File: src/rv_core_consts.svh
`ifndef RV_CORE_CONSTS_SVH
`define RV_CORE_CONSTS_SVH

// Data and instruction width
`define XLEN 32

// Unified RAM depth in words
`define RAM_WORDS 1024

`define RESET_PC 32'h0000_0000

// One multiplier bit per cycle
`define MUL_CYCLES 32

`endif

File: src/rv_bus_pkg.sv
`include "rv_core_consts.svh"

package rv_bus_pkg;

    typedef logic [`XLEN-1:0] word_t;

    typedef logic [$clog2(`RAM_WORDS)-1:0] waddr_t;

    // Requester identity, DATA wins arbitration
    typedef enum logic {
        SRC_FETCH = 1'b0,
        SRC_DATA  = 1'b1
    } bus_src_e;

endpackage

File: src/multiplier.sv
`timescale 1ns/1ps
`include "rv_core_consts.svh"

module multiplier (
    input  logic              clk_i,
    input  logic              rst_n_i,
    input  logic              start_i,
    input  rv_bus_pkg::word_t a_i,
    input  rv_bus_pkg::word_t b_i,
    output logic              busy_o,
    output logic              done_o,
    output rv_bus_pkg::word_t product_o
);

    rv_bus_pkg::word_t mcand_q;
    rv_bus_pkg::word_t mplier_q;
    logic [$clog2(`MUL_CYCLES+1)-1:0] count_q;

    always_ff @(posedge clk_i) begin
        if (!rst_n_i) begin
            busy_o  <= 1'b0;
            done_o  <= 1'b0;
            count_q <= '0;
        end else begin
            done_o <= 1'b0;
            if (start_i && !busy_o) begin
                busy_o    <= 1'b1;
                count_q   <= `MUL_CYCLES;
                mcand_q   <= a_i;
                mplier_q  <= b_i;
                product_o <= '0;
            end else if (busy_o) begin
                if (mplier_q[0]) begin
                    product_o <= product_o + mcand_q;
                end
                mcand_q  <= mcand_q << 1;
                mplier_q <= mplier_q >> 1;
                count_q  <= count_q - 1'b1;
                if (count_q == 1) begin  // Last iteration
                    busy_o <= 1'b0;
                    done_o <= 1'b1;
                end
            end
        end
    end

endmodule

File: config.mk
export PLATFORM = sky130hd
export DESIGN_NAME = multiplier
export DESIGN_NICKNAME = d
export VERILOG_FILES = /design/src/rv_bus_pkg.sv /design/src/multiplier.sv
export VERILOG_INCLUDE_DIRS = /design/src /design/src/src
export SDC_FILE = /design/constraint.sdc
export NUM_CORES = 1
export LEC_CHECK = 0
export ABC_CLOCK_PERIOD_IN_PS = 4590
export BUFFER_PORTS_ARGS = -buffer_cell sky130_fd_sc_hd__buf_2
export CAP_MARGIN = 15
export CORE_MARGIN = 3
export CORE_UTILIZATION = 50
export CTS_CLUSTER_DIAMETER = 80
export DETAILED_ROUTE_END_ITERATION = 12
export PLACE_DENSITY = 0.83
export SETUP_SLACK_MARGIN = 0.05
export SYNTH_ARGS = -nofsm -noshare
export SYNTH_HDL_FRONTEND = slang
export SYNTH_SLANG_ARGS = --single-unit
File: constraint.sdc
create_clock -name clk_i -period 4.59 [get_ports clk_i]
set_input_delay 0.918 -clock clk_i [delete_from_list [all_inputs] [get_ports clk_i]]
set_output_delay 0.918 -clock clk_i [all_outputs]
set_load 0.01 [all_outputs]
==> results.tsv, run 1 <==
stage	metric	value	unit
run_status	status	finished clean	
die	io_pins	101	
yosys	synth_async_sr_flop_share	0	%
timing	rsz0062_at_grt	false	
timing	finalMaxSlewViolations	0	
final_layout	multiInputGateArea	0.00276	mm²
clocking	cts_max_level	3	
final_layout	fillers	975	
global_routing	grt_pass1_vias	4705	
yosys	ys_seq_area_share	51.5	%
drt	drc_errors	0	
power	ir_drop	0.000223	V
drt	via_count	4834	
clocking	cts_tree	yes	
global_routing	grt_max_degree	58	
yosys	synth_fp_nets	725	
final_layout	drive_gt1_share	18.7	%
global_routing	grt_first_pass_wirelength	22800	µm
clocking	ctsHoldBuffers	0	
worst_setup_path	path_max_fanout	4	
power	power_density	406	mW/mm²
final_layout	seq_area	0.00304	mm²
yosys	syn_area_per_cell	9.47	µm²
timing	setup_violations	0	
drt	wl_met3	847	µm
yosys	ys_types	50	
yosys	netlist.area_leader.share	48.8	%
drt	met2_length	6650	µm
die	dieArea	0.0132	mm²
die	start_util	51.5	%
yosys	yosys-top-cells-count	215 x nand2_1, 96 x edfxtp_1, 56 x nor2_1	
drt	totalWireLength	14100	µm
yosys	syn_area	0.00591	mm²
worst_setup_path	crit_type	reg2reg	
clocking	root_buffer	clkbuf_16	
drt	wl_per_cell	16.4	µm
placement	place.gp.congestion	0.877	
die	fp.coreArea	0.0115	mm²
worst_setup_path	worst-endpoint-arrival	2950	ps
global_routing	grt_usage	21.7	%
timing	hold_viol_final	0	
drt	postRouteAntennaNets	0	
timing	period_minus_slack	2850	ps
drt	first_pass_iters	5	
worst_hold_path	min_path_type	reg2reg	
timing	period_share	62.0	%
clocking	postCtsResizedCells	0	
worst_setup_path	start_kind	flip-flop	
clocking	path_clk_slew	70	ps
global_routing	overflow	0	
placement	port_buffers	100	
clocking	cts_buffers	9	
clocking	clkSinkCount	104	
placement	dpl.cell_count	844	
clocking	clockBufferDepth	2	
final_layout	insertedDiodeCount	0	
worst_setup_path	cp.required	4690	ps
drt	drt-vias-per-instance	5.61	
yosys	ys_top_cells_by_area	edfxtp_1 49%, nand2_1 14%, ha_1 7.0%	
die	fp-row-count	39	
placement	hpwlAfterDp	9930	µm
clocking	clk_latency	360	ps
yosys	synth-edff-count	96	
final_layout	synthToLayoutAreaGrowth	16.2	%
yosys	synth_top_area_cell	edfxtp_1	
timing	max_clock_freq	351	MHz
clocking	post_cts_buffers	0	
die	die_w	115	µm
yosys	yosysWarnings	0	
drt	first_iter_violations	337	
run	max_cap_violations	0	
power	p_leak	3.04	nW
yosys	netlist_instances	624	
yosys	synth_flop_cell	edfxtp_1	
final_layout	fin_cells	861	
global_routing	antenna_found_initial	0	
timing	finalSetupTns	0	ps
timing	slew_headroom	55.3	%
die	die-height	115	µm
yosys	synth_most_common_cell	nand2_1	
timing	skew	9.14	ps
drt	dr.max_layer_used	met4	
final_layout	nNetsFinal	814	
timing	worst_pin_slew	669	ps
yosys	synth-seq-cells	104	
worst_setup_path	critical_path.endpoint_type	flip-flop	
drt	wl_met1	6190	µm
final_layout	fin_util	59.9	%
## report_power, final
group / total, mW / switching (mW) / leakage (nW) / internal, mW
clock network: 0.795 / 0.362 / 0.147 / 0.433
registers: 1.22 / 0.0508 / 0.989 / 1.17
logic: 0.778 / 0.473 / 1.91 / 0.305
## cells by family after synthesis
group | count (synthesis) | share of synthesized area, %
adder cells (fa/ha/maj) | 34 | 7.32
XOR/XNOR | 31 | 4.59
AND/OR/NAND/NOR | 311 | 21.4
buffers and inverters | 34 | 2.18
flip-flops | 104 | 51.5
AO/OA/AOI/OAI | 108 | 12.7
multiplexers | 2 | 0.339
## path summary, 6_finish.rpt
check                                   from             to  slack [ps]  cells after the start
worst max-delay path            product_o[1]  product_o[31]        1740                      8
worst min register to register    count_q[1]     count_q[1]         500                      2
worst max register to register  product_o[1]  product_o[31]        1740                      8
worst min-delay path              count_q[1]     count_q[1]         500                      2
## placed cells by master, fill, tap and decap left out, types with 2 or more instances in the layout
cell type	n
and3_1	4
clkinv_4	2
o2111ai_1	2
dfxtp_1	8
nor4_1	4
a31oi_1	4
buf_4	4
a211o_1	5
ha_1	33
a211oi_1	5
a31o_2	2
nand3_1	5
inv_1	6
o21bai_1	4
nor2_1	56
and2_1	8
a21oi_1	31
clkbuf_16	9
o211ai_1	3
a221oi_1	2
nand4_1	5
xor2_1	17
inv_8	2
o21a_1	5
xnor2_1	14
nor3_1	4
nand2b_1	2
nand2_1	215
o21ai_0	18
a21boi_0	2
edfxtp_1	96
a21o_1	12
a21o_2	2
mux2i_1	2
buf_2	100
## critical path: stages (launching register included)
cell and delay, ps:
edfxtp_1 450, ha_1 360, a211o_1 330, a211oi_4 310
o21ai_2 130, a211o_1 370, a221oi_2 330, nor3_1 80
a31o_1 220
## registers in the layout, summed over array words and instances (netlist names)
name,cells
busy_o,1
count_q,6
done_o,1
mcand_q,32
mplier_q,32
product_o,32
## area by class of cell
cell class              count  share of cell area [%]
flip-flops and latches    104                    44.3
multi-input cells         486                    40.2
repair buffers            105                    8.02
clock buffers              10                    3.34
well taps                 143                    2.61
clock inverters             6                    1.13
inverters                   7                   0.383
## per-stage QoR
stage / total power, mW / setup WS (ps) / area (µm²) / hold slack [ps]
after floorplan: 1.77 / 1510 / 5910 / 469
after global placement: 1.96 / 1910 / 6540 / 482
after detailed placement: 1.99 / 1770 / 6540 / 489
after CTS: 2.80 / 1750 / 6850 / 495
after global routing: 2.93 / 1580 / 6870 / 523
final: 2.79 / 1740 / 6870 / 498
## layer usage
| layer | vias to the layer above | track usage (%) |
|---|---|---|
| met2 | 178 | 34.2 |
| li1 | 2356 | - |
| met5 | - | 0 |
| met3 | 33 | 3.65 |
| met4 | 0 | 9.00 |
| met1 | 2267 | 30.0 |
(Power assumes the default switching activity.)
==> run 2: changes to the inputs <==
ABC_CLOCK_PERIOD_IN_PS = 2350   (was 4590)
PLACE_DENSITY = 0.86   (was 0.83)
clock period = 2.35 ns   (was 4.59 ns; I/O delays follow)
==> results.tsv, run 2 (same netlist as run 1, synthesis figures left out) <==
stage	metric	value	unit	change
run_status	status	finished with violations		was finished clean
run_status	violations	negative setup slack		
worst_setup_path	cp_slowest_cell	edfxtp_1		unchanged
global_routing	grt_first_pass_wirelength	24700	µm	was 22800 µm
timing	max_clock_freq	389	MHz	was 351 MHz
final_layout	synthToLayoutAreaGrowth	30.1	%	was 16.2%
drt	totalWireLength	16000	µm	was 14100 µm
global_routing	overflow	0		unchanged
timing	period_minus_slack	2570	ps	was 2850 ps
timing	setup_violations	20		was 0
worst_setup_path	crit_type	reg2reg		unchanged
global_routing	grt_max_degree	65		was 58
clocking	cts_tree	yes		unchanged
worst_setup_path	worst-endpoint-arrival	2690	ps	was 2950 ps
worst_setup_path	critical_path.endpoint_type	flip-flop		unchanged
drt	wl_per_cell	17.0	µm	was 16.4 µm
final_layout	nNetsFinal	894		was 814
clocking	cts_buffers	9		unchanged
power	p_leak	3.48	nW	was 3.04 nW
worst_setup_path	reg2regPathDepth	9		was 8
die	die-height	115	µm	unchanged
power	power_density	767	mW/mm²	was 406 mW/mm²
die	die_w	115	µm	unchanged
drt	drc_errors	0		unchanged
clocking	cts_max_level	3		unchanged
worst_setup_path	crit_chain	buf_4 > fa_2 > a21o_1 > a221oi_4 > nand3_2 > and2_4 > a31oi_4 > xnor2_1 > and2_1		was ha_1 > a211o_1 > a211oi_4 > o21ai_2 > a211o_1 > a221oi_2 > nor3_1 > a31o_1
drt	drt-vias-per-instance	5.61		about the same
clocking	clkSinkCount	104		unchanged
global_routing	antenna_found_initial	0		unchanged
drt	first_iter_violations	343		was 337
die	fp.coreArea	0.0115	mm²	unchanged
clocking	clockBufferDepth	2		unchanged
placement	hpwlAfterDp	10700	µm	was 9930 µm
final_layout	reg.largest.list	mcand_q: 32 flops, mplier_q: 32 flops, product_o: 32 flops		unchanged
worst_setup_path	reg2reg_from	product_o[1]		unchanged
drt	postRouteAntennaNets	0		unchanged
final_layout	insertedDiodeCount	0		unchanged
die	io_pins	101		unchanged
worst_setup_path	startpoint	product_o[1]		unchanged
timing	skew	7.98	ps	was 9.14 ps
timing	timing.hold.ws	362	ps	was 498 ps
die	fp-row-count	39		unchanged
clocking	path_clk_slew	80	ps	was 70 ps
final_layout	layout_common_cells	214 x nand2_1, 100 x buf_2, 96 x edfxtp_1		was 215 x nand2_1, 100 x buf_2, 96 x edfxtp_1
timing	layout_setup_ws	-218	ps	was 1740 ps
worst_setup_path	path_max_fanout	5		was 4
timing	finalSetupTns	-2770	ps	was 0 ps
drt	first_pass_iters	5		unchanged
final_layout	mostFrequentLayoutCell	nand2_1		unchanged
power	totalPowerFinal	5.90	mW	was 2.79 mW
global_routing	grt_usage	23.7	%	was 21.7%
final_layout	drive_gt1_share	30.5	%	was 18.7%
timing	worst_pin_slew	878	ps	was 669 ps
worst_setup_path	timing.rr.end	product_o[24]		was product_o[31]
worst_setup_path	path_depth	9		was 8
worst_setup_path	crit_buf_inv	1		was 0
die	dieArea	0.0132	mm²	unchanged
global_routing	grt_pass1_vias	5169		was 4705
worst_setup_path	crit_family	compound AO/OA/AOI/OAI gates		unchanged
worst_setup_path	crit_end	product_o[24]		was product_o[31]
timing	hold_viol_final	0		unchanged
timing	slew_headroom	41.4	%	was 55.3%
worst_setup_path	start_kind	flip-flop		unchanged
power	ir_drop	0.000404	V	was 0.000223 V
worst_setup_path	max_stage_delay	420	ps	was 450 ps
timing	rsz0062_at_grt	true		was false
die	start_util	51.5	%	unchanged
clocking	root_buffer	clkbuf_16		unchanged
worst_hold_path	min_path_type	in2reg		was reg2reg
worst_setup_path	ff2ff_setup_slack	-220	ps	was 1740 ps
timing	finalMaxSlewViolations	0		unchanged
timing	period_share	109	%	was 62.0%
placement	dp_slack	-208	ps	was 1770 ps
drt	via_count	5276		was 4834
placement	port_buffers	100		unchanged
final_layout	fin_area	0.00769	mm²	was 0.00687 mm²
worst_setup_path	cp.required	2470	ps	was 4690 ps
placement	placed_area	0.00711	mm²	was 0.00654 mm²
run	max_cap_violations	0		unchanged
clocking	ctsHoldBuffers	0		unchanged
clocking	clk_latency	370	ps	was 360 ps
placement	place.gp.congestion	0.947		was 0.877
-- run 2: area by class of cell --
class	count	area [µm²]
Clock buffer	9	225
Inverter	7	30.0
Sequential cell	104	3040
Tap cell	143	179
Multi-Input combinational cell	486	2990
Timing Repair Buffer	185	1160
Clock inverter	7	63.8
Fill cell	856	3780
-- run 2: where the power goes --
group,internal [mW],total (mW),switching [mW]
clock,0.740,1.48,0.739
combinational,0.925,2.04,1.12
sequential,2.28,2.38,0.102
-- run 2: worst reg2reg max path, cell delays in order, from the launching register on --
cell and delay (ps):
edfxtp_1 420, buf_4 170, fa_2 390, a21o_1 230, a221oi_4 370, nand3_2 170, and2_4 200, a31oi_4 160
xnor2_1 80, and2_1 150
-- run 2: repair_timing --
| item | in CTS | in global routing |
|---|---|---|
| pin swaps | 13 | 17 |
| setup endpoints to repair | 20 | 22 |
| resized for setup | 21 | 18 |
| setup buffers | 6 | 6 |
-- run 2: worst min-delay path by stage --
| stage | from | end | slack [ps] | cells past startpoint |
|---|---|---|---|---|
| 2_1_floorplan | count_q[1] | count_q[1] | 470 | 2 |
| 3_3_place_gp | count_q[1] | count_q[1] | 480 | 2 |
| 3_5_place_dp | mplier_q[25] | mplier_q[24] | 510 | 2 |
| 4_1_cts | a_i[10] | mcand_q[10] | 360 | 3 |
| 5_1_grt | b_i[14] | mplier_q[14] | 370 | 3 |
| 6_report | b_i[25] | mplier_q[25] | 360 | 3 |
-- run 2: per-layer routing --
layer	part of all wire, %	vias up	GRT usage (%)
met5	0	-	0
met3	6.9	55	4.70
met2	49	222	40.0
met1	41	2489	29.9
met4	3.4	0	9.70
li1	-	2510	-
-- run 2: metrics by stage --
| step | util (%) | std cells |
|---|---|---|
| global placement | 62.0 | 913 |
| finish | 67.1 | 941 |
| CTS | 65.9 | 935 |
| detailed placement | 62.0 | 913 |
| global route | 67.1 | 941 |
| floorplan | - | 624 |
