--- src/rv_core_consts.svh ---
`ifndef RV_CORE_CONSTS_SVH
`define RV_CORE_CONSTS_SVH

// Data and instruction width
`define XLEN 32

// Unified RAM depth in words
`define RAM_WORDS 1024

`define RESET_PC 32'h0000_0000

// One multiplier bit per cycle
`define MUL_CYCLES 32

`endif

--- src/rv_isa_pkg.sv ---
package rv_isa_pkg;

    typedef enum logic [6:0] {
        OPC_OP     = 7'b0110011,
        OPC_OPIMM  = 7'b0010011,
        OPC_LOAD   = 7'b0000011,
        OPC_STORE  = 7'b0100011,
        OPC_BRANCH = 7'b1100011,
        OPC_JAL    = 7'b1101111,
        OPC_JALR   = 7'b1100111
    } opcode_e;

    typedef enum logic [3:0] {
        ALU_ADD = 4'd0,
        ALU_SUB = 4'd1,
        ALU_AND = 4'd2,
        ALU_OR  = 4'd3,
        ALU_XOR = 4'd4,
        ALU_SRA = 4'd5,
        ALU_SRL = 4'd6,
        ALU_SLL = 4'd7,
        ALU_SLT = 4'd8,
        ALU_EQ  = 4'd9
    } alu_op_e;

    typedef enum logic [1:0] {IMM_I, IMM_S, IMM_SB, IMM_UJ} imm_sel_e;

    typedef struct packed {
        logic    alusrc;
        alu_op_e aluop;
        logic    jal;
        logic    jalr;
        logic    branch;
        logic    bne;         // Invert EQ result
        logic    mem_to_reg;
        logic    mem_wen;
        logic    mem_ren;
        logic    reg_wen;
        logic    mul;
    } ctrl_t;

endpackage

--- src/rv_bus_pkg.sv ---
`include "rv_core_consts.svh"

package rv_bus_pkg;

    typedef logic [`XLEN-1:0] word_t;

    typedef logic [$clog2(`RAM_WORDS)-1:0] waddr_t;

    // Requester identity, DATA wins arbitration
    typedef enum logic {
        SRC_FETCH = 1'b0,
        SRC_DATA  = 1'b1
    } bus_src_e;

endpackage

--- src/decoder.sv ---
`timescale 1ns/1ps

module decoder (
    input  rv_bus_pkg::word_t  inst_i,
    output logic [4:0]         rs1_o,
    output logic [4:0]         rs2_o,
    output logic [4:0]         rd_o,
    output rv_bus_pkg::word_t  imm_o,
    output rv_isa_pkg::ctrl_t  ctrl_o
);

    logic [6:0] opcode;
    logic [6:0] funct7;
    logic [2:0] funct3;
    rv_isa_pkg::imm_sel_e imm_sel;
    rv_isa_pkg::alu_op_e  arith_op;

    assign opcode = inst_i[6:0];
    assign funct3 = inst_i[14:12];
    assign funct7 = inst_i[31:25];
    assign rs1_o  = inst_i[19:15];
    assign rs2_o  = inst_i[24:20];
    assign rd_o   = inst_i[11:7];

    // Shared by OP and OPIMM, funct7[5] only matters for SUB and SRA
    always_comb begin
        case (funct3)
            3'b000:  arith_op = rv_isa_pkg::ALU_ADD;
            3'b001:  arith_op = rv_isa_pkg::ALU_SLL;
            3'b010:  arith_op = rv_isa_pkg::ALU_SLT;
            3'b100:  arith_op = rv_isa_pkg::ALU_XOR;
            3'b101:  arith_op = funct7[5] ? rv_isa_pkg::ALU_SRA : rv_isa_pkg::ALU_SRL;
            3'b110:  arith_op = rv_isa_pkg::ALU_OR;
            default: arith_op = rv_isa_pkg::ALU_AND;
        endcase
    end

    always_comb begin
        ctrl_o       = '0;
        ctrl_o.aluop = rv_isa_pkg::ALU_ADD;
        imm_sel      = rv_isa_pkg::IMM_I;
        case (opcode)
            rv_isa_pkg::OPC_OP: begin
                ctrl_o.reg_wen = 1'b1;
                ctrl_o.aluop   = arith_op;
                if (funct3 == 3'b000 && funct7[5]) begin
                    ctrl_o.aluop = rv_isa_pkg::ALU_SUB;
                end
                ctrl_o.mul = (funct3 == 3'b000) && funct7[0]; // MUL, low word
            end
            rv_isa_pkg::OPC_OPIMM: begin
                ctrl_o.alusrc  = 1'b1;
                ctrl_o.reg_wen = 1'b1;
                ctrl_o.aluop   = arith_op;
            end
            rv_isa_pkg::OPC_LOAD: begin
                ctrl_o.alusrc     = 1'b1;
                ctrl_o.mem_ren    = 1'b1;
                ctrl_o.mem_to_reg = 1'b1;
                ctrl_o.reg_wen    = 1'b1;
            end
            rv_isa_pkg::OPC_STORE: begin
                ctrl_o.alusrc  = 1'b1;
                ctrl_o.mem_wen = 1'b1;
                imm_sel        = rv_isa_pkg::IMM_S;
            end
            rv_isa_pkg::OPC_BRANCH: begin
                ctrl_o.branch = 1'b1;
                ctrl_o.aluop  = rv_isa_pkg::ALU_EQ;
                ctrl_o.bne    = funct3[0];  // BNE
                imm_sel       = rv_isa_pkg::IMM_SB;
            end
            rv_isa_pkg::OPC_JAL: begin
                ctrl_o.jal     = 1'b1;
                ctrl_o.reg_wen = 1'b1;
                imm_sel        = rv_isa_pkg::IMM_UJ;
            end
            rv_isa_pkg::OPC_JALR: begin
                ctrl_o.jalr    = 1'b1;
                ctrl_o.alusrc  = 1'b1;
                ctrl_o.reg_wen = 1'b1;
            end
            default: ;
        endcase
    end

    always_comb begin
        case (imm_sel)
            rv_isa_pkg::IMM_S:  imm_o = {{20{inst_i[31]}}, inst_i[31:25], inst_i[11:7]};
            rv_isa_pkg::IMM_SB: imm_o = {{19{inst_i[31]}}, inst_i[31], inst_i[7],
                                         inst_i[30:25], inst_i[11:8], 1'b0};
            rv_isa_pkg::IMM_UJ: imm_o = {{11{inst_i[31]}}, inst_i[31], inst_i[19:12],
                                         inst_i[20], inst_i[30:21], 1'b0};
            default:            imm_o = {{20{inst_i[31]}}, inst_i[31:20]};
        endcase
    end

endmodule

--- config.mk ---
export PLATFORM = sky130hd
export DESIGN_NAME = decoder
export DESIGN_NICKNAME = d
export VERILOG_FILES = /design/src/rv_isa_pkg.sv /design/src/rv_bus_pkg.sv /design/src/decoder.sv
export VERILOG_INCLUDE_DIRS = /design/src /design/src/src
export SDC_FILE = /design/constraint.sdc
export NUM_CORES = 1
export LEC_CHECK = 0
export ABC_AREA = 0
export BUFFER_PORTS_ARGS = -buffer_cell sky130_fd_sc_hd__clkbuf_2
export CAP_MARGIN = 30
export CELL_PAD_IN_SITES_DETAIL_PLACEMENT = 1
export CELL_PAD_IN_SITES_GLOBAL_PLACEMENT = 2
export CORE_MARGIN = 2
export CORE_UTILIZATION = 15
export DETAILED_ROUTE_END_ITERATION = 10
export PLACE_DENSITY_LB_ADDON = 0.05
export SKIP_LAST_GASP = 1
export SLEW_MARGIN = 15
export SYNTH_ARGS = -nofsm -noshare
export SYNTH_HDL_FRONTEND = slang
export SYNTH_SLANG_ARGS = --single-unit
--- constraint.sdc ---
create_clock -name vclk -period 2.35
set_clock_uncertainty 0.05 [all_clocks]
set_input_delay 0.3525 -clock vclk [all_inputs]
set_output_delay 0.3525 -clock vclk [all_outputs]
set_load 0.05 [all_outputs]
==> out/metrics.cfg, run 1 <==
[routing]
vias = 828
drt_pass1_iterations = 2
drt_iter0_drc = 23
ant_nets = 0
viasPerCell = 4.22
routed_wirelength_um = 2440
routedWlPerCell_um = 12.4
drc = 0

[placement]
dp_worst_setup_slack_ns = 0.287
hpwlAfterDp_um = 2150
gp_congestion = 0.696
io_buffer_count = 85
dp_cells = 196

[yosys]
synth_xor_area_frac = 0
syn_avg_cell_area_um2 = 7.23
synthesis.area_um2 = 679
synth_compound_area_frac = 0.217
syn-instance-count = 94
synth.distinct_cells = 32
ys_seq_area_frac = 0
synth_top_family_by_area = buffers and inverters
yosysWarnings = 0
synth-adder-area-share = 0
yosys-mux-area-fraction = 0.0884
synthSimpleGateAreaFrac = 0.273
syn_nets = 126

[finish]
seqCellArea_um2 = 0
final_cells = 196
n_clock_buffer = 0
syn_to_final_growth_pct = 35.9
final_cell_mix = clkbuf_2, a21o_1, nand2_1, mux2_4
drive_gt1_frac = 0.688
diodes = 0
flops_and_latches = 0
fin_nets = 178
final_common_cell = clkbuf_2

[clocking]
post_cts.repair.setup_buffers = 0
cts_resized = 0
cts_hold_buf = 0

[die]
die_height_um = 71.3
fp-row-count = 24
die_w_um = 71.3
die_area_um2 = 5080
ios = 93
core_area_um2 = 4350
start_util = 0.156

[critical_path]
cp.arrival_ns = 1.67
max_stage_delay_ns = 0.48
cp.required_ns = 1.95
cp-start-kind = input pin
crit_chain = clkbuf_2 > nand3b_1 > nor2_1 > nor2b_1 > a21o_1 > clkbuf_2
critPathMaxFanout = 9
path_class = in2out
worst_setup_path_end_kind = output pin
crit_slowest_cell = nor2b_1
timing.critical_path.mode_cell = clkbuf_2

[global_route]
grt_max_degree = 15
grt_pass1_wl_um = 3740
grt_usage = 0.0861
antenna_found_initial = 0
grt_pass1_vias = 743
grt-ovfl-total = 0

[status]
status = complete, no violations

[timing]
worst_pin_slew_ns = 0.600
slew_headroom = 0.599
rsz0062_at_grt = false
setup-violations-final = 0
setup_slack_ns = 0.279
slew_violations = 0
fin_setup_tns_ns = 0
hold_ws_ns = 0.655
hold_violations = 0
fmax_mhz = 483
min_period_ns = 2.07
fin_crit_sh = 0.881

[pwr]
leakage_nw = 0.592
p_per_area_nw_per_um2 = 297
peakVddDrop_uv = 84.4

[min_path]
hp-class = in2out

[run]
maxCapViolations = 0

==> metal layers <==
metal	GRT usage	vias up	share of wire
met4	0	0	0
li1	-	406	-
met5	0	-	0
met3	0.00563	0	0.078
met1	0.117	380	0.41
met2	0.158	42	0.51
==> final cells by class <==
class                           count  area, um2
Fill cell                         552       3430
Multi-Input combinational cell     55        410
Inverter                            2       7.51
Tap cell                           52       65.1
Timing Repair Buffer               87        440
==> cell families (layout without fill, tap and decap cells) <==
kind of cell,count (synthesis),in the layout
AO/OA/AOI/OAI,21,21
AND/OR/NAND/NOR,30,30
multiplexers,4,4
buffers and inverters,39,89
==> worst max-delay path, delay by kind of cell <==
kind	cells	cell delay, ns
simple gates	3	0.70
buf+inv	2	0.45
compound gates	1	0.16
==> Yosys cell counts <==
master	n	area [um2]
buf_2	1	5.00
buf_4	35	263
a21boi_0	1	7.51
nor3_1	3	15.0
o21ai_1	1	5.00
nand3b_1	2	15.0
nand2_4	1	11.3
o22ai_1	2	12.5
and4bb_2	1	12.5
nand4_1	3	18.8
a211oi_1	1	7.51
a41oi_1	1	8.76
nand2_1	5	18.8
and3b_2	1	10.0
and2b_1	1	7.51
nor2_2	1	6.26
and3_1	2	12.5
o31ai_1	1	7.51
a41o_1	1	10.0
mux2_4	4	60.1
or2_1	1	6.26
a21oi_1	3	15.0
nand3_1	1	5.00
a21o_1	9	67.6
nand2b_1	1	6.26
buf_6	1	11.3
a31oi_1	1	6.26
nor2b_1	1	6.26
nor2_1	4	15.0
nand4bb_1	1	11.3
nor3b_1	1	7.51
inv_1	2	7.51
==> stage by stage <==
step                total power, mW   util  cell area [um2]
floorplan                     0.249      -              697
CTS                           0.278  0.212              923
global placement              0.276  0.212              923
detailed placement            0.277  0.212              923
global route                  0.289  0.212              923
finish                        0.274  0.212              923
==> worst paths after layout <==
check       start   endpoint  slack [ns]  depth (start not counted)
max     inst_i[4]  imm_o[14]        0.28                          6
min    inst_i[27]   imm_o[7]        0.66                          0
==> power breakdown <==
part / internal [mW] / switching (mW)
clock: 0 / 0
sequential: 0 / 0
combinational: 0.0654 / 0.209
Power figures use the tool's default switching activity.
==> run 2, diff against run 1 <==
BUFFER_PORTS_ARGS = unset   (was -buffer_cell sky130_fd_sc_hd__clkbuf_2)
CELL_PAD_IN_SITES_GLOBAL_PLACEMENT = 1   (was 2)
CORE_UTILIZATION = 44   (was 15)
DONT_BUFFER_PORTS = 1   (was unset)
==> run 2 against run 1 <==
  * Flip-flop and latch count unchanged
  * Sequential share of layout area unchanged
  * Via count decreased by 34%
  * First-iteration DRC count decreased by 87%
  * Hold slack about the same
  * Non-clock buffer count decreased by 74
  * Total power decreased by 62%
  * Die area decreased by 63%
  * Combinational power decreased by 62%
  * Utilization increased by 16 points
  * Largest power group unchanged
==> out/metrics.cfg, run 2 (synthesis gave the netlist of run 1 again) <==
[finish]
syn_to_final_growth_pct = -18.4
diodes = 0  ; unchanged
flops_and_latches = 0  ; unchanged
fillerInstances = 195  ; -65%
n_clock_buffer = 0  ; unchanged
seqCellArea_um2 = 0  ; unchanged
fin_nets = 104  ; -42%
final_cell_mix = buf_4, a21o_1, nand2_1, mux2_4
drive_gt1_frac = 0.357  ; -0.330
final_common_cell = buf_4

[global_route]
grt_max_degree = 16  ; +1
grt_pass1_wl_um = 2280  ; -39%
grt_usage = 0.149  ; +0.0633
grt_pass1_vias = 514  ; -31%
antenna_found_initial = 0  ; unchanged
grt-ovfl-total = 0  ; unchanged

[timing]
slew_violations = 0  ; unchanged
fin_setup_tns_ns = 0  ; unchanged
fmax_mhz = 553  ; +15%
rsz0062_at_grt = false
slew_headroom = 0.653  ; +0.0541
hold_violations = 0  ; unchanged
fin_crit_sh = 0.769  ; -0.112
setup-violations-final = 0  ; unchanged
hold_ws_ns = 0.655  ; +0.00000500 ns
worst_pin_slew_ns = 0.519  ; -0.0810 ns
min_period_ns = 1.81  ; -0.263 ns

[die]
ios = 93  ; unchanged
die_area_um2 = 1870  ; -63%
die_height_um = 43.3  ; -39%
core_area_um2 = 1470  ; -66%
fp-row-count = 14  ; -42%
die_w_um = 43.3  ; -39%
start_util = 0.462  ; +0.306

[clocking]
post_cts.repair.setup_buffers = 0  ; unchanged
cts_hold_buf = 0  ; unchanged
cts_resized = 0  ; unchanged

[routing]
ant_nets = 0  ; unchanged
vias = 546  ; -34%
drc = 0  ; unchanged
viasPerCell = 6.35  ; +50%
routedWlPerCell_um = 18.2  ; +46%
routed_wirelength_um = 1560  ; -36%
drt_iter0_drc = 3  ; -87%
drt_pass1_iterations = 2  ; unchanged

[pwr]
peakVddDrop_uv = 55.6  ; -34%
power_frac_clock = 0  ; unchanged
leakage_nw = 0.297  ; -50%
sequentialPowerShare = 0  ; unchanged
p_per_area_nw_per_um2 = 189  ; -36%
combPwrFrac = 1.000  ; about the same
power_switching_mw = 0.0769  ; -63%
swShare = 0.734  ; -0.0276
internal_power_mw = 0.0278  ; -57%

[critical_path]
cp.required_ns = 1.95  ; about the same
critPathMaxFanout = 10  ; +1
path_class = in2out
cp.arrival_ns = 1.41  ; -0.26 ns
cp-start-kind = input pin
worst_setup_path_end_kind = output pin

[status]
status = complete, no violations

[placement]
gp_congestion = 0.690  ; -0.85%
hpwlAfterDp_um = 1290  ; -40%
io_buffer_count = 0  ; -100%

[run]
maxCapViolations = 0  ; unchanged

[min_path]
hp-class = in2out

==> run 2: metrics by stage <==
step / total power [mW] / std cells / utilization / cell area, um2 / setup WS, ns
global route: 0.109 / 86 / 0.377 / 554 / 0.482
CTS: 0.105 / 86 / 0.377 / 554 / 0.539
global placement: 0.105 / 86 / 0.377 / 554 / 0.590
detailed placement: 0.105 / 86 / 0.377 / 554 / 0.542
floorplan: 0.249 / 94 / - / 697 / 0.0305
finish: 0.105 / 86 / 0.377 / 554 / 0.542
==> run 2: worst max-delay path: stages <==
cell and delay, ns:
nand3b_1 0.16, nor2_1 0.17, buf_4 0.27, a21o_1 0.44
==> run 2: layout make-up <==
type | instances | area, um2 | area share
inverter | 2 | 7.51 | 0.0135
multi-input combinational | 55 | 417 | 0.752
tap | 16 | 20.0 | 0.0361
timing repair buffer | 13 | 110 | 0.199
==> run 2: path summary, 6_finish.rpt <==
kind       start        end  slack [ns]  depth (start not counted)
max    inst_i[4]  imm_o[14]        0.54                          4
min   inst_i[28]   imm_o[8]        0.66                          0
==> run 2: power groups by stage <==
| stage | combinational (mW) | sequential [mW] | clock, mW |
|---|---|---|---|
| finish | 0.105 | 0 | 0 |
| global route | 0.109 | 0 | 0 |
| CTS | 0.105 | 0 | 0 |
| detailed placement | 0.105 | 0 | 0 |
| global placement | 0.105 | 0 | 0 |
| floorplan | 0.249 | 0 | 0 |
==> run 2: routing by layer <==
metal | global-route usage | wire, um
met3 | 0.0426 | 219
met2 | 0.251 | 730
met1 | 0.196 | 605
met5 | 0 | 0
met4 | 0.0121 | 8
