<file path="config.mk">
export PLATFORM = sky130hd
export DESIGN_NAME = fetch_unit_flat
export DESIGN_NICKNAME = d
export VERILOG_FILES = /design/src/rv_bus_pkg.sv /design/src/mem_bus_if.sv /design/src/fetch_unit.sv /design/src/flat_wrapper.sv
export VERILOG_INCLUDE_DIRS = /design/src /design/src/src
export SDC_FILE = /design/constraint.sdc
export NUM_CORES = 1
export LEC_CHECK = 0
export BUFFER_PORTS_ARGS = -buffer_cell sky130_fd_sc_hd__buf_4
export CAP_MARGIN = 20
export CORE_UTILIZATION = 50
export DETAILED_ROUTE_END_ITERATION = 6
export PLACE_DENSITY = 0.84
export SLEW_MARGIN = 20
export SYNTH_ARGS = -nofsm -noshare
export SYNTH_HDL_FRONTEND = slang
export SYNTH_SLANG_ARGS = --single-unit
</file>
<file path="constraint.sdc">
create_clock -name clk_i -period 3.7 [get_ports clk_i]
set_clock_uncertainty 0.2 [all_clocks]
set_input_delay 0.555 -clock clk_i [delete_from_list [all_inputs] [get_ports clk_i]]
set_output_delay 0.555 -clock clk_i [all_outputs]
set_load 0.01 [all_outputs]
</file>
<file path="src/rv_core_consts.svh">
`ifndef RV_CORE_CONSTS_SVH
`define RV_CORE_CONSTS_SVH

// Data and instruction width
`define XLEN 32

// Unified RAM depth in words
`define RAM_WORDS 1024

`define RESET_PC 32'h0000_0000

// One multiplier bit per cycle
`define MUL_CYCLES 32

`endif

</file>
<file path="src/rv_bus_pkg.sv">
`include "rv_core_consts.svh"

package rv_bus_pkg;

    typedef logic [`XLEN-1:0] word_t;

    typedef logic [$clog2(`RAM_WORDS)-1:0] waddr_t;

    // Requester identity, DATA wins arbitration
    typedef enum logic {
        SRC_FETCH = 1'b0,
        SRC_DATA  = 1'b1
    } bus_src_e;

endpackage

</file>
<file path="src/mem_bus_if.sv">
`timescale 1ns/1ps

interface mem_bus_if;

    logic               req;
    logic               we;
    rv_bus_pkg::waddr_t addr;
    rv_bus_pkg::word_t  wdata;
    logic               gnt;
    logic               rvalid;
    rv_bus_pkg::word_t  rdata;

    modport requester (
        output req, we, addr, wdata,
        input  gnt, rvalid, rdata
    );

    modport ram (
        input  req, we, addr, wdata,
        output gnt, rvalid, rdata
    );

endinterface

</file>
<file path="src/fetch_unit.sv">
`timescale 1ns/1ps
`include "rv_core_consts.svh"

module fetch_unit (
    input  logic              clk_i,
    input  logic              rst_n_i,
    mem_bus_if.requester      bus,
    input  logic              instr_ack_i,
    input  logic              redirect_i,
    input  rv_bus_pkg::word_t redirect_pc_i,
    output logic              instr_valid_o,
    output rv_bus_pkg::word_t instr_o,
    output rv_bus_pkg::word_t pc_o
);

    rv_bus_pkg::word_t fetch_pc_q;
    rv_bus_pkg::word_t pend_pc_q;
    logic pend_q;

    // Next word may go out as soon as the current one is acked
    assign bus.req   = !pend_q && (!instr_valid_o || (instr_ack_i && !redirect_i));
    assign bus.we    = 1'b0;
    assign bus.wdata = '0;
    assign bus.addr  = fetch_pc_q[$bits(rv_bus_pkg::waddr_t)+1:2];

    always_ff @(posedge clk_i) begin
        if (!rst_n_i) begin
            fetch_pc_q    <= `RESET_PC;
            pend_q        <= 1'b0;
            instr_valid_o <= 1'b0;
        end else begin
            if (bus.req && bus.gnt) begin
                pend_q     <= 1'b1;
                pend_pc_q  <= fetch_pc_q;
                fetch_pc_q <= fetch_pc_q + 32'd4;
            end else if (bus.rvalid) begin
                pend_q <= 1'b0;
            end
            if (redirect_i) begin
                fetch_pc_q    <= redirect_pc_i;
                instr_valid_o <= 1'b0;
            end else if (instr_ack_i) begin
                instr_valid_o <= 1'b0;
            end
            if (bus.rvalid) begin
                if (!redirect_i) begin
                    instr_valid_o <= 1'b1;
                    instr_o       <= bus.rdata;
                    pc_o          <= pend_pc_q;
                end
            end
        end
    end

endmodule

</file>
<file path="src/flat_wrapper.sv">
// flat-port wrapper written by rule: the top's interface ports become plain ports
module fetch_unit_flat 
  (clk_i, rst_n_i, instr_ack_i, redirect_i, redirect_pc_i, instr_valid_o, instr_o, pc_o, bus_req, bus_we, bus_addr, bus_wdata, bus_gnt, bus_rvalid, bus_rdata);
  mem_bus_if bus_i ();
  input  logic clk_i;
  input  logic rst_n_i;
  input  logic instr_ack_i;
  input  logic redirect_i;
  input  rv_bus_pkg::word_t redirect_pc_i;
  output logic instr_valid_o;
  output rv_bus_pkg::word_t instr_o;
  output rv_bus_pkg::word_t pc_o;
  output wire logic [$bits(bus_i.req)-1:0] bus_req;
  output wire logic [$bits(bus_i.we)-1:0] bus_we;
  output wire logic [$bits(bus_i.addr)-1:0] bus_addr;
  output wire logic [$bits(bus_i.wdata)-1:0] bus_wdata;
  input wire logic [$bits(bus_i.gnt)-1:0] bus_gnt;
  input wire logic [$bits(bus_i.rvalid)-1:0] bus_rvalid;
  input wire logic [$bits(bus_i.rdata)-1:0] bus_rdata;
  assign bus_req = bus_i.req;
  assign bus_we = bus_i.we;
  assign bus_addr = bus_i.addr;
  assign bus_wdata = bus_i.wdata;
  assign bus_i.gnt = bus_gnt;
  assign bus_i.rvalid = bus_rvalid;
  assign bus_i.rdata = bus_rdata;
  fetch_unit u_core (.clk_i(clk_i), .rst_n_i(rst_n_i), .bus(bus_i), .instr_ack_i(instr_ack_i), .redirect_i(redirect_i), .redirect_pc_i(redirect_pc_i), .instr_valid_o(instr_valid_o), .instr_o(instr_o), .pc_o(pc_o));
endmodule
</file>
==> results of run 1 <==
## area by class of cell
class                           count  area, µm²  area share, %
Clock inverter                     13        166           2.36
Multi-Input combinational cell    236       1450           20.5
Tap cell                          136        170           2.41
Sequential cell                   130       3560           50.5
Inverter                            8       30.0          0.425
Clock buffer                       19        422           5.97
Timing Repair Buffer              162       1260           17.9
## kinds of logic (layout without fill, tap and decap cells)
group / count (synthesis) / count (layout)
adder cells (fa/ha/maj): 1 / 1
AO/OA/AOI/OAI: 87 / 87
flip-flops: 130 / 130
other: 1 / 33
multiplexers: 3 / 3
AND/OR/NAND/NOR: 106 / 106
buffers and inverters: 70 / 202
XOR/XNOR: 6 / 6
## layer usage
metal  vias to the layer above  wire (µm)  global-route usage, %  part of all wire, %
li1                       1804          -                      -                    -
met5                         -          0                      0                    0
met4                         0        175                   9.96                  1.5
met2                       193       6000                   37.7                   50
met1                      1783       5100                   27.6                   42
met3                        18        720                   5.36                  6.0
## where the power goes
| part | switching (mW) | internal [mW] |
|---|---|---|
| clock | 0.570 | 1.08 |
| combinational | 0.138 | 0.134 |
| sequential | 0.0567 | 1.64 |
| total | 0.765 | 2.86 |
## stage by stage
stage / std cells / cell area [µm²] / hold WS, ps / total power [mW]
3_5_place_dp: 658 / 6330 / 205 / 1.99
5_1_grt: 704 / 7060 / 0.158 / 3.73
2_1_floorplan: 436 / 5440 / 200 / 1.87
4_1_cts: 694 / 6960 / 0.454 / 3.63
3_3_place_gp: 658 / 6330 / 203 / 1.97
6_report: 704 / 7060 / 17.4 / 3.62
## Yosys cell counts (4+ instances only)
| master | count | area [µm²] |
|---|---|---|
| edfxtp_1 | 96 | 2880 |
| buf_4 | 43 | 323 |
| dfxtp_1 | 34 | 681 |
| o21ai_0 | 18 | 90.1 |
| a31oi_1 | 17 | 106 |
| clkbuf_1 | 16 | 60.1 |
| nor2_1 | 13 | 48.8 |
| nand2_1 | 12 | 45.0 |
| nand3_1 | 12 | 60.1 |
| or4_1 | 12 | 90.1 |
| a211oi_1 | 11 | 82.6 |
| nand4_1 | 11 | 68.8 |
| and2_1 | 8 | 50.1 |
| o211ai_1 | 8 | 60.1 |
| a21oi_1 | 7 | 35.0 |
| inv_1 | 7 | 26.3 |
| nor4_1 | 7 | 43.8 |
| o31ai_1 | 7 | 52.6 |
| a21o_1 | 5 | 37.5 |
| nand2b_1 | 5 | 31.3 |
| xnor2_1 | 5 | 43.8 |
| a211o_1 | 4 | 35.0 |
| nor2b_1 | 4 | 25.0 |
| nor3_1 | 4 | 20.0 |
## how the worst max path moves through the flow
stage | from | end
detailed placement | redirect_i | u_core.fetch_pc_q[29]$_SDFFE_PN0P_
floorplan | redirect_i | u_core.pend_pc_q[0]$_DFFE_PP_
finish | u_core.fetch_pc_q[5]$_SDFFE_PN0P_ | u_core.fetch_pc_q[19]$_SDFFE_PN0P_
CTS | u_core.fetch_pc_q[4]$_SDFFE_PN0P_ | u_core.fetch_pc_q[19]$_SDFFE_PN0P_
global placement | redirect_i | u_core.fetch_pc_q[29]$_SDFFE_PN0P_
global route | u_core.fetch_pc_q[5]$_SDFFE_PN0P_ | u_core.fetch_pc_q[19]$_SDFFE_PN0P_
## flip-flops by register name (all words and copies together) (netlist names)
register	cells
u_core.instr_valid_o	1
u_core.pend_q	1
u_core.pend_pc_q	32
u_core.instr_o	32
u_core.pc_o	32
u_core.fetch_pc_q	32
==> results.py, run 1 <==
metrics = {
    "synth": {
        "synth-main-ff-cell": "edfxtp_1",
        "syn_avg_cell_area_um2": 13.2,
        "ys_seq_area_share_pct": 67.0,
        "synth_xor_area_share_pct": 0.988,
        "yosys.area_share.simple_pct": 11.9,
        "yosys_register_bits": 130,
        "yosysWarningCount": 0,
        "synth-edff-count": 96,
        "synthDistinctLibCells": 51,
        "synth.area.mux_share_pct": 0.565,
        "synthAdderAreaFrac_pct": 0.235,
        "synth_top_family_by_area": "simple AND/OR/NAND/NOR gates",
        "synth_cells": 404,
        "syn_area_um2": 5320,
        "synth_compound_area_share_pct": 11.1,
        "ys_async_sr_fraction_pct": 0,
    },
    "timing": {
        "slew_headroom_pct": 31.0,
        "slew_viol_final": 0,
        "finalCritPeriodShare_pct": 68.8,
        "max_freq_ghz": 0.393,
        "worst_slew_pin_slew_ps": 1010,
        "hold_violations": 0,
        "fin_tns_setup_ps": 0,
        "rsz0062_at_grt": "no",
        "layout_setup_ws_ps": 1150,
        "setup_viol": 0,
        "fin_crit_ps": 2550,
    },
    "grt": {
        "track_usage_pct": 22.5,
        "overflow": 0,
        "grt_max_degree": 47,
        "antenna_found_initial": 0,
        "first_global_vias": 3609,
        "grt_pass1_wl_um": 18600,
    },
    "critical_path": {
        "crit_path_frequent_cell": "or4_1",
        "end_kind": "flop",
        "r2r_cells": 4,
        "cp-start-kind": "flop",
        "path_delay_family": "simple AND/OR/NAND/NOR gates",
        "r2r-start": "u_core.fetch_pc_q[5]$_SDFFE_PN0P_",
        "worst-setup-path-type": "reg -> reg",
        "required_ps": 3930,
        "crit_chain": "nand4_2, or4_1, or4_1, a31oi_1",
        "cp_slowest_stage_delay_ps": 760,
        "cp.depth": 4,
        "cp_slowest_cell": "or4_1",
        "regToRegSetupSlack_ps": 1150,
        "cp_num_buf_inv": 0,
        "timing.rr.end": "u_core.fetch_pc_q[19]$_SDFFE_PN0P_",
        "arrival_ps": 2770,
        "crit_fanout": 15,
    },
    "detailed_routing": {
        "via_count": 3798,
        "vias_per_cell": 5.39,
        "wire_per_inst_um": 17.0,
        "firstDrtPassIters": 5,
        "antenna_left": 0,
        "routed_wl_um": 12000,
        "route.detailed.drc": 0,
        "drtIter0Drc": 328,
    },
    "floorplanning": {
        "fp.dieW_um": 105,
        "ios": 179,
        "fp.coreArea_um2": 10300,
        "start_util_pct": 51.5,
        "fp-row-count": 37,
        "die_y_um": 105,
        "fp.dieArea_um2": 11100,
    },
    "cts": {
        "post_cts_buffers": 0,
        "path_clk_slew_ps": 60,
        "cts_buffers": 17,
        "clock_path_buffers": 2,
        "cts.sinks": 130,
        "cts-root-buf": "clkbuf_8",
        "cts_repair_resize_count": 0,
        "cts_tree": "built",
        "holdBufCountCts": 4,
        "clk_latency_ps": 510,
        "htreeDepth": 4,
    },
    "power_and_ir_drop": {
        "ir_worst_vdd_mv": 0.242,
        "powerDensity_nw_per_um2": 513,
        "leakagePower_nw": 2.68,
    },
    "hold_path": {
        "hold_end": "u_core.instr_o[17]$_DFFE_PP_",
        "worstHoldPathCells": 1,
        "hp-start": "bus_rdata[17]",
        "hold_path_class": "in -> reg",
    },
    "final_layout": {
        "nets": 626,
        "antennaDiodeCount": 0,
        "final_common_cell": "buf_4",
        "drive_gt1_share_pct": 32.6,
        "final_core_util_pct": 68.4,
        "synthToLayoutAreaGrowth_pct": 32.8,
        "mostFrequentLayoutCells": "147 x buf_4, 96 x edfxtp_1, 34 x dfxtp_1",
        "fill_cells": 713,
    },
    "place": {
        "place_ws_ps": 1070,
        "hpwl_um": 8210,
        "place.gp.congestion": 0.909,
        "port-buffer-count": 145,
    },
    "status": {
        "status": "complete, no violations",
    },
    "run": {
        "cap_violations": 0,
    },
}
(Power assumes the default switching activity.)
==> run 2: changes to the inputs <==
==> constraint.sdc (replaced) <==
create_clock -name clk_i -period 2.6 [get_ports clk_i]
set_clock_uncertainty 0.2 [all_clocks]
set_input_delay 0.39 -clock clk_i [delete_from_list [all_inputs] [get_ports clk_i]]
set_output_delay 0.39 -clock clk_i [all_outputs]
set_load 0.01 [all_outputs]
==> run 2 against run 1 <==
Die area stayed put. Register-to-register slack worse by 940 ps. Setup slack worse by 940 ps. Clock power is 32% higher. First-iteration DRC count is 11% lower.
==> results.py, run 2 (synthesized netlist as in run 1, its figures left out) <==
metrics = {
    "grt": {
        "antenna_found_initial": 0,
        "track_usage_pct": 24.4,
        "overflow": 0,
        "grt_max_degree": 65,
        "grt_pass1_wl_um": 20300,
        "first_global_vias": 3973,
    },
    "final_layout": {
        "mostFrequentLayoutCells": "157 x buf_4, 96 x edfxtp_1, 51 x dlygate4sd3_1",
        "final_common_cell": "buf_4",
        "nets": 673,
        "synthToLayoutAreaGrowth_pct": 40.4,
        "drive_gt1_share_pct": 32.2,
        "final_core_util_pct": 72.3,
        "layoutNonFillerInstCount": 751,
        "stdcell_area_um2": 7470,
        "antennaDiodeCount": 0,
    },
    "power_and_ir_drop": {
        "ir_worst_vdd_mv": 0.332,
        "totalPowerFinal_mw": 5.05,
        "leakagePower_nw": 2.88,
        "powerDensity_nw_per_um2": 676,
    },
    "cts": {
        "htreeDepth": 4,
        "clock_path_buffers": 2,
        "path_clk_slew_ps": 60,
        "cts.sinks": 130,
        "clk_latency_ps": 520,
        "cts_buffers": 17,
        "cts-root-buf": "clkbuf_8",
        "cts_tree": "built",
    },
    "status": {
        "status": "complete, no violations",
    },
    "floorplanning": {
        "fp.dieArea_um2": 11100,
        "fp.dieW_um": 105,
        "ios": 179,
        "fp-row-count": 37,
        "die_y_um": 105,
        "start_util_pct": 51.5,
        "fp.coreArea_um2": 10300,
    },
    "place": {
        "dp_cells": 668,
        "post_dp_cell_area_um2": 6410,
        "place_ws_ps": 153,
        "hpwl_um": 8090,
        "place.gp.congestion": 0.831,
        "port-buffer-count": 145,
    },
    "timing": {
        "rsz0062_at_grt": "no",
        "setup_viol": 0,
        "finalCritPeriodShare_pct": 91.9,
        "slew_headroom_pct": 45.4,
        "hold_violations": 0,
        "fin_crit_ps": 2390,
        "slew_viol_final": 0,
        "max_freq_ghz": 0.419,
        "worst_slew_pin_slew_ps": 812,
        "fin_tns_setup_ps": 0,
        "finalHoldWorstSlack_ps": 11.7,
        "layout_setup_ws_ps": 211,
    },
    "critical_path": {
        "crit_fanout": 7,
        "arrival_ps": 2650,
        "end_kind": "flop",
        "path_delay_family": "simple AND/OR/NAND/NOR gates",
        "regToRegSetupSlack_ps": 210,
        "crit_chain": "nand4_1, or4_4, or4b_2, nand3_1",
        "cp_num_buf_inv": 0,
        "cp_slowest_cell": "or4b_2",
        "required_ps": 2860,
        "cp_slowest_stage_delay_ps": 680,
        "worst-setup-path-type": "reg -> reg",
        "cp-start-kind": "flop",
    },
    "hold_path": {
        "hold_path_class": "in -> reg",
    },
    "detailed_routing": {
        "route.detailed.drc": 0,
        "antenna_left": 0,
        "wire_per_inst_um": 17.1,
        "routed_wl_um": 12900,
        "firstDrtPassIters": 5,
        "vias_per_cell": 5.45,
        "drtIter0Drc": 293,
        "via_count": 4094,
    },
    "run": {
        "cap_violations": 0,
    },
}
run 2: tightest hold or removal path: cells and delay by family:
family | cells | cell delay (ps)
AO/OA/AOI/OAI | 2 | 220
buffers and inverters | 1 | 80
run 2: area by class of cell:
class / instances / area, µm²
flip-flops and latches: 130 / 3560
fillers: 685 / 2860
repair buffers: 209 / 1710
multi-input cells: 236 / 1450
clock buffers: 21 / 429
well taps: 136 / 170
clock inverters: 11 / 113
inverters: 8 / 30.0
run 2: what timing repair did:
item | in CTS | in global routing
hold buffers | 51 | 0
setup endpoints to repair | 0 | 3
resized for setup | 0 | 1
endpoints found under the hold margin | 51 | 0
setup buffers | 0 | 0
run 2: path summary, 6_finish.rpt:
check / cells past startpoint / startpoint / to
min reg2reg: 0 / u_core.pend_pc_q[27]$_DFFE_PP_ / u_core.pc_o[27]$_DFFE_PP_
min: 3 / redirect_pc_i[9] / u_core.fetch_pc_q[9]$_SDFFE_PN0P_
max reg2reg: 4 / u_core.fetch_pc_q[9]$_SDFFE_PN0P_ / u_core.fetch_pc_q[25]$_SDFFE_PN0P_
max: 4 / u_core.fetch_pc_q[9]$_SDFFE_PN0P_ / u_core.fetch_pc_q[25]$_SDFFE_PN0P_
run 2: layer usage:
layer | vias up | routed length (µm) | GRT usage (%)
met5 | - | 0 | 0
met4 | 0 | 223 | 9.76
met3 | 21 | 1060 | 6.80
met2 | 247 | 6450 | 41.3
met1 | 1940 | 5140 | 29.5
li1 | 1886 | - | -
run 2: power by group:
part	leakage, nW	switching [mW]	internal [mW]
Sequential	1.18	0.0715	2.34
Clock	0.273	0.830	1.35
Combinational	1.43	0.219	0.237
Total	2.88	1.12	3.93
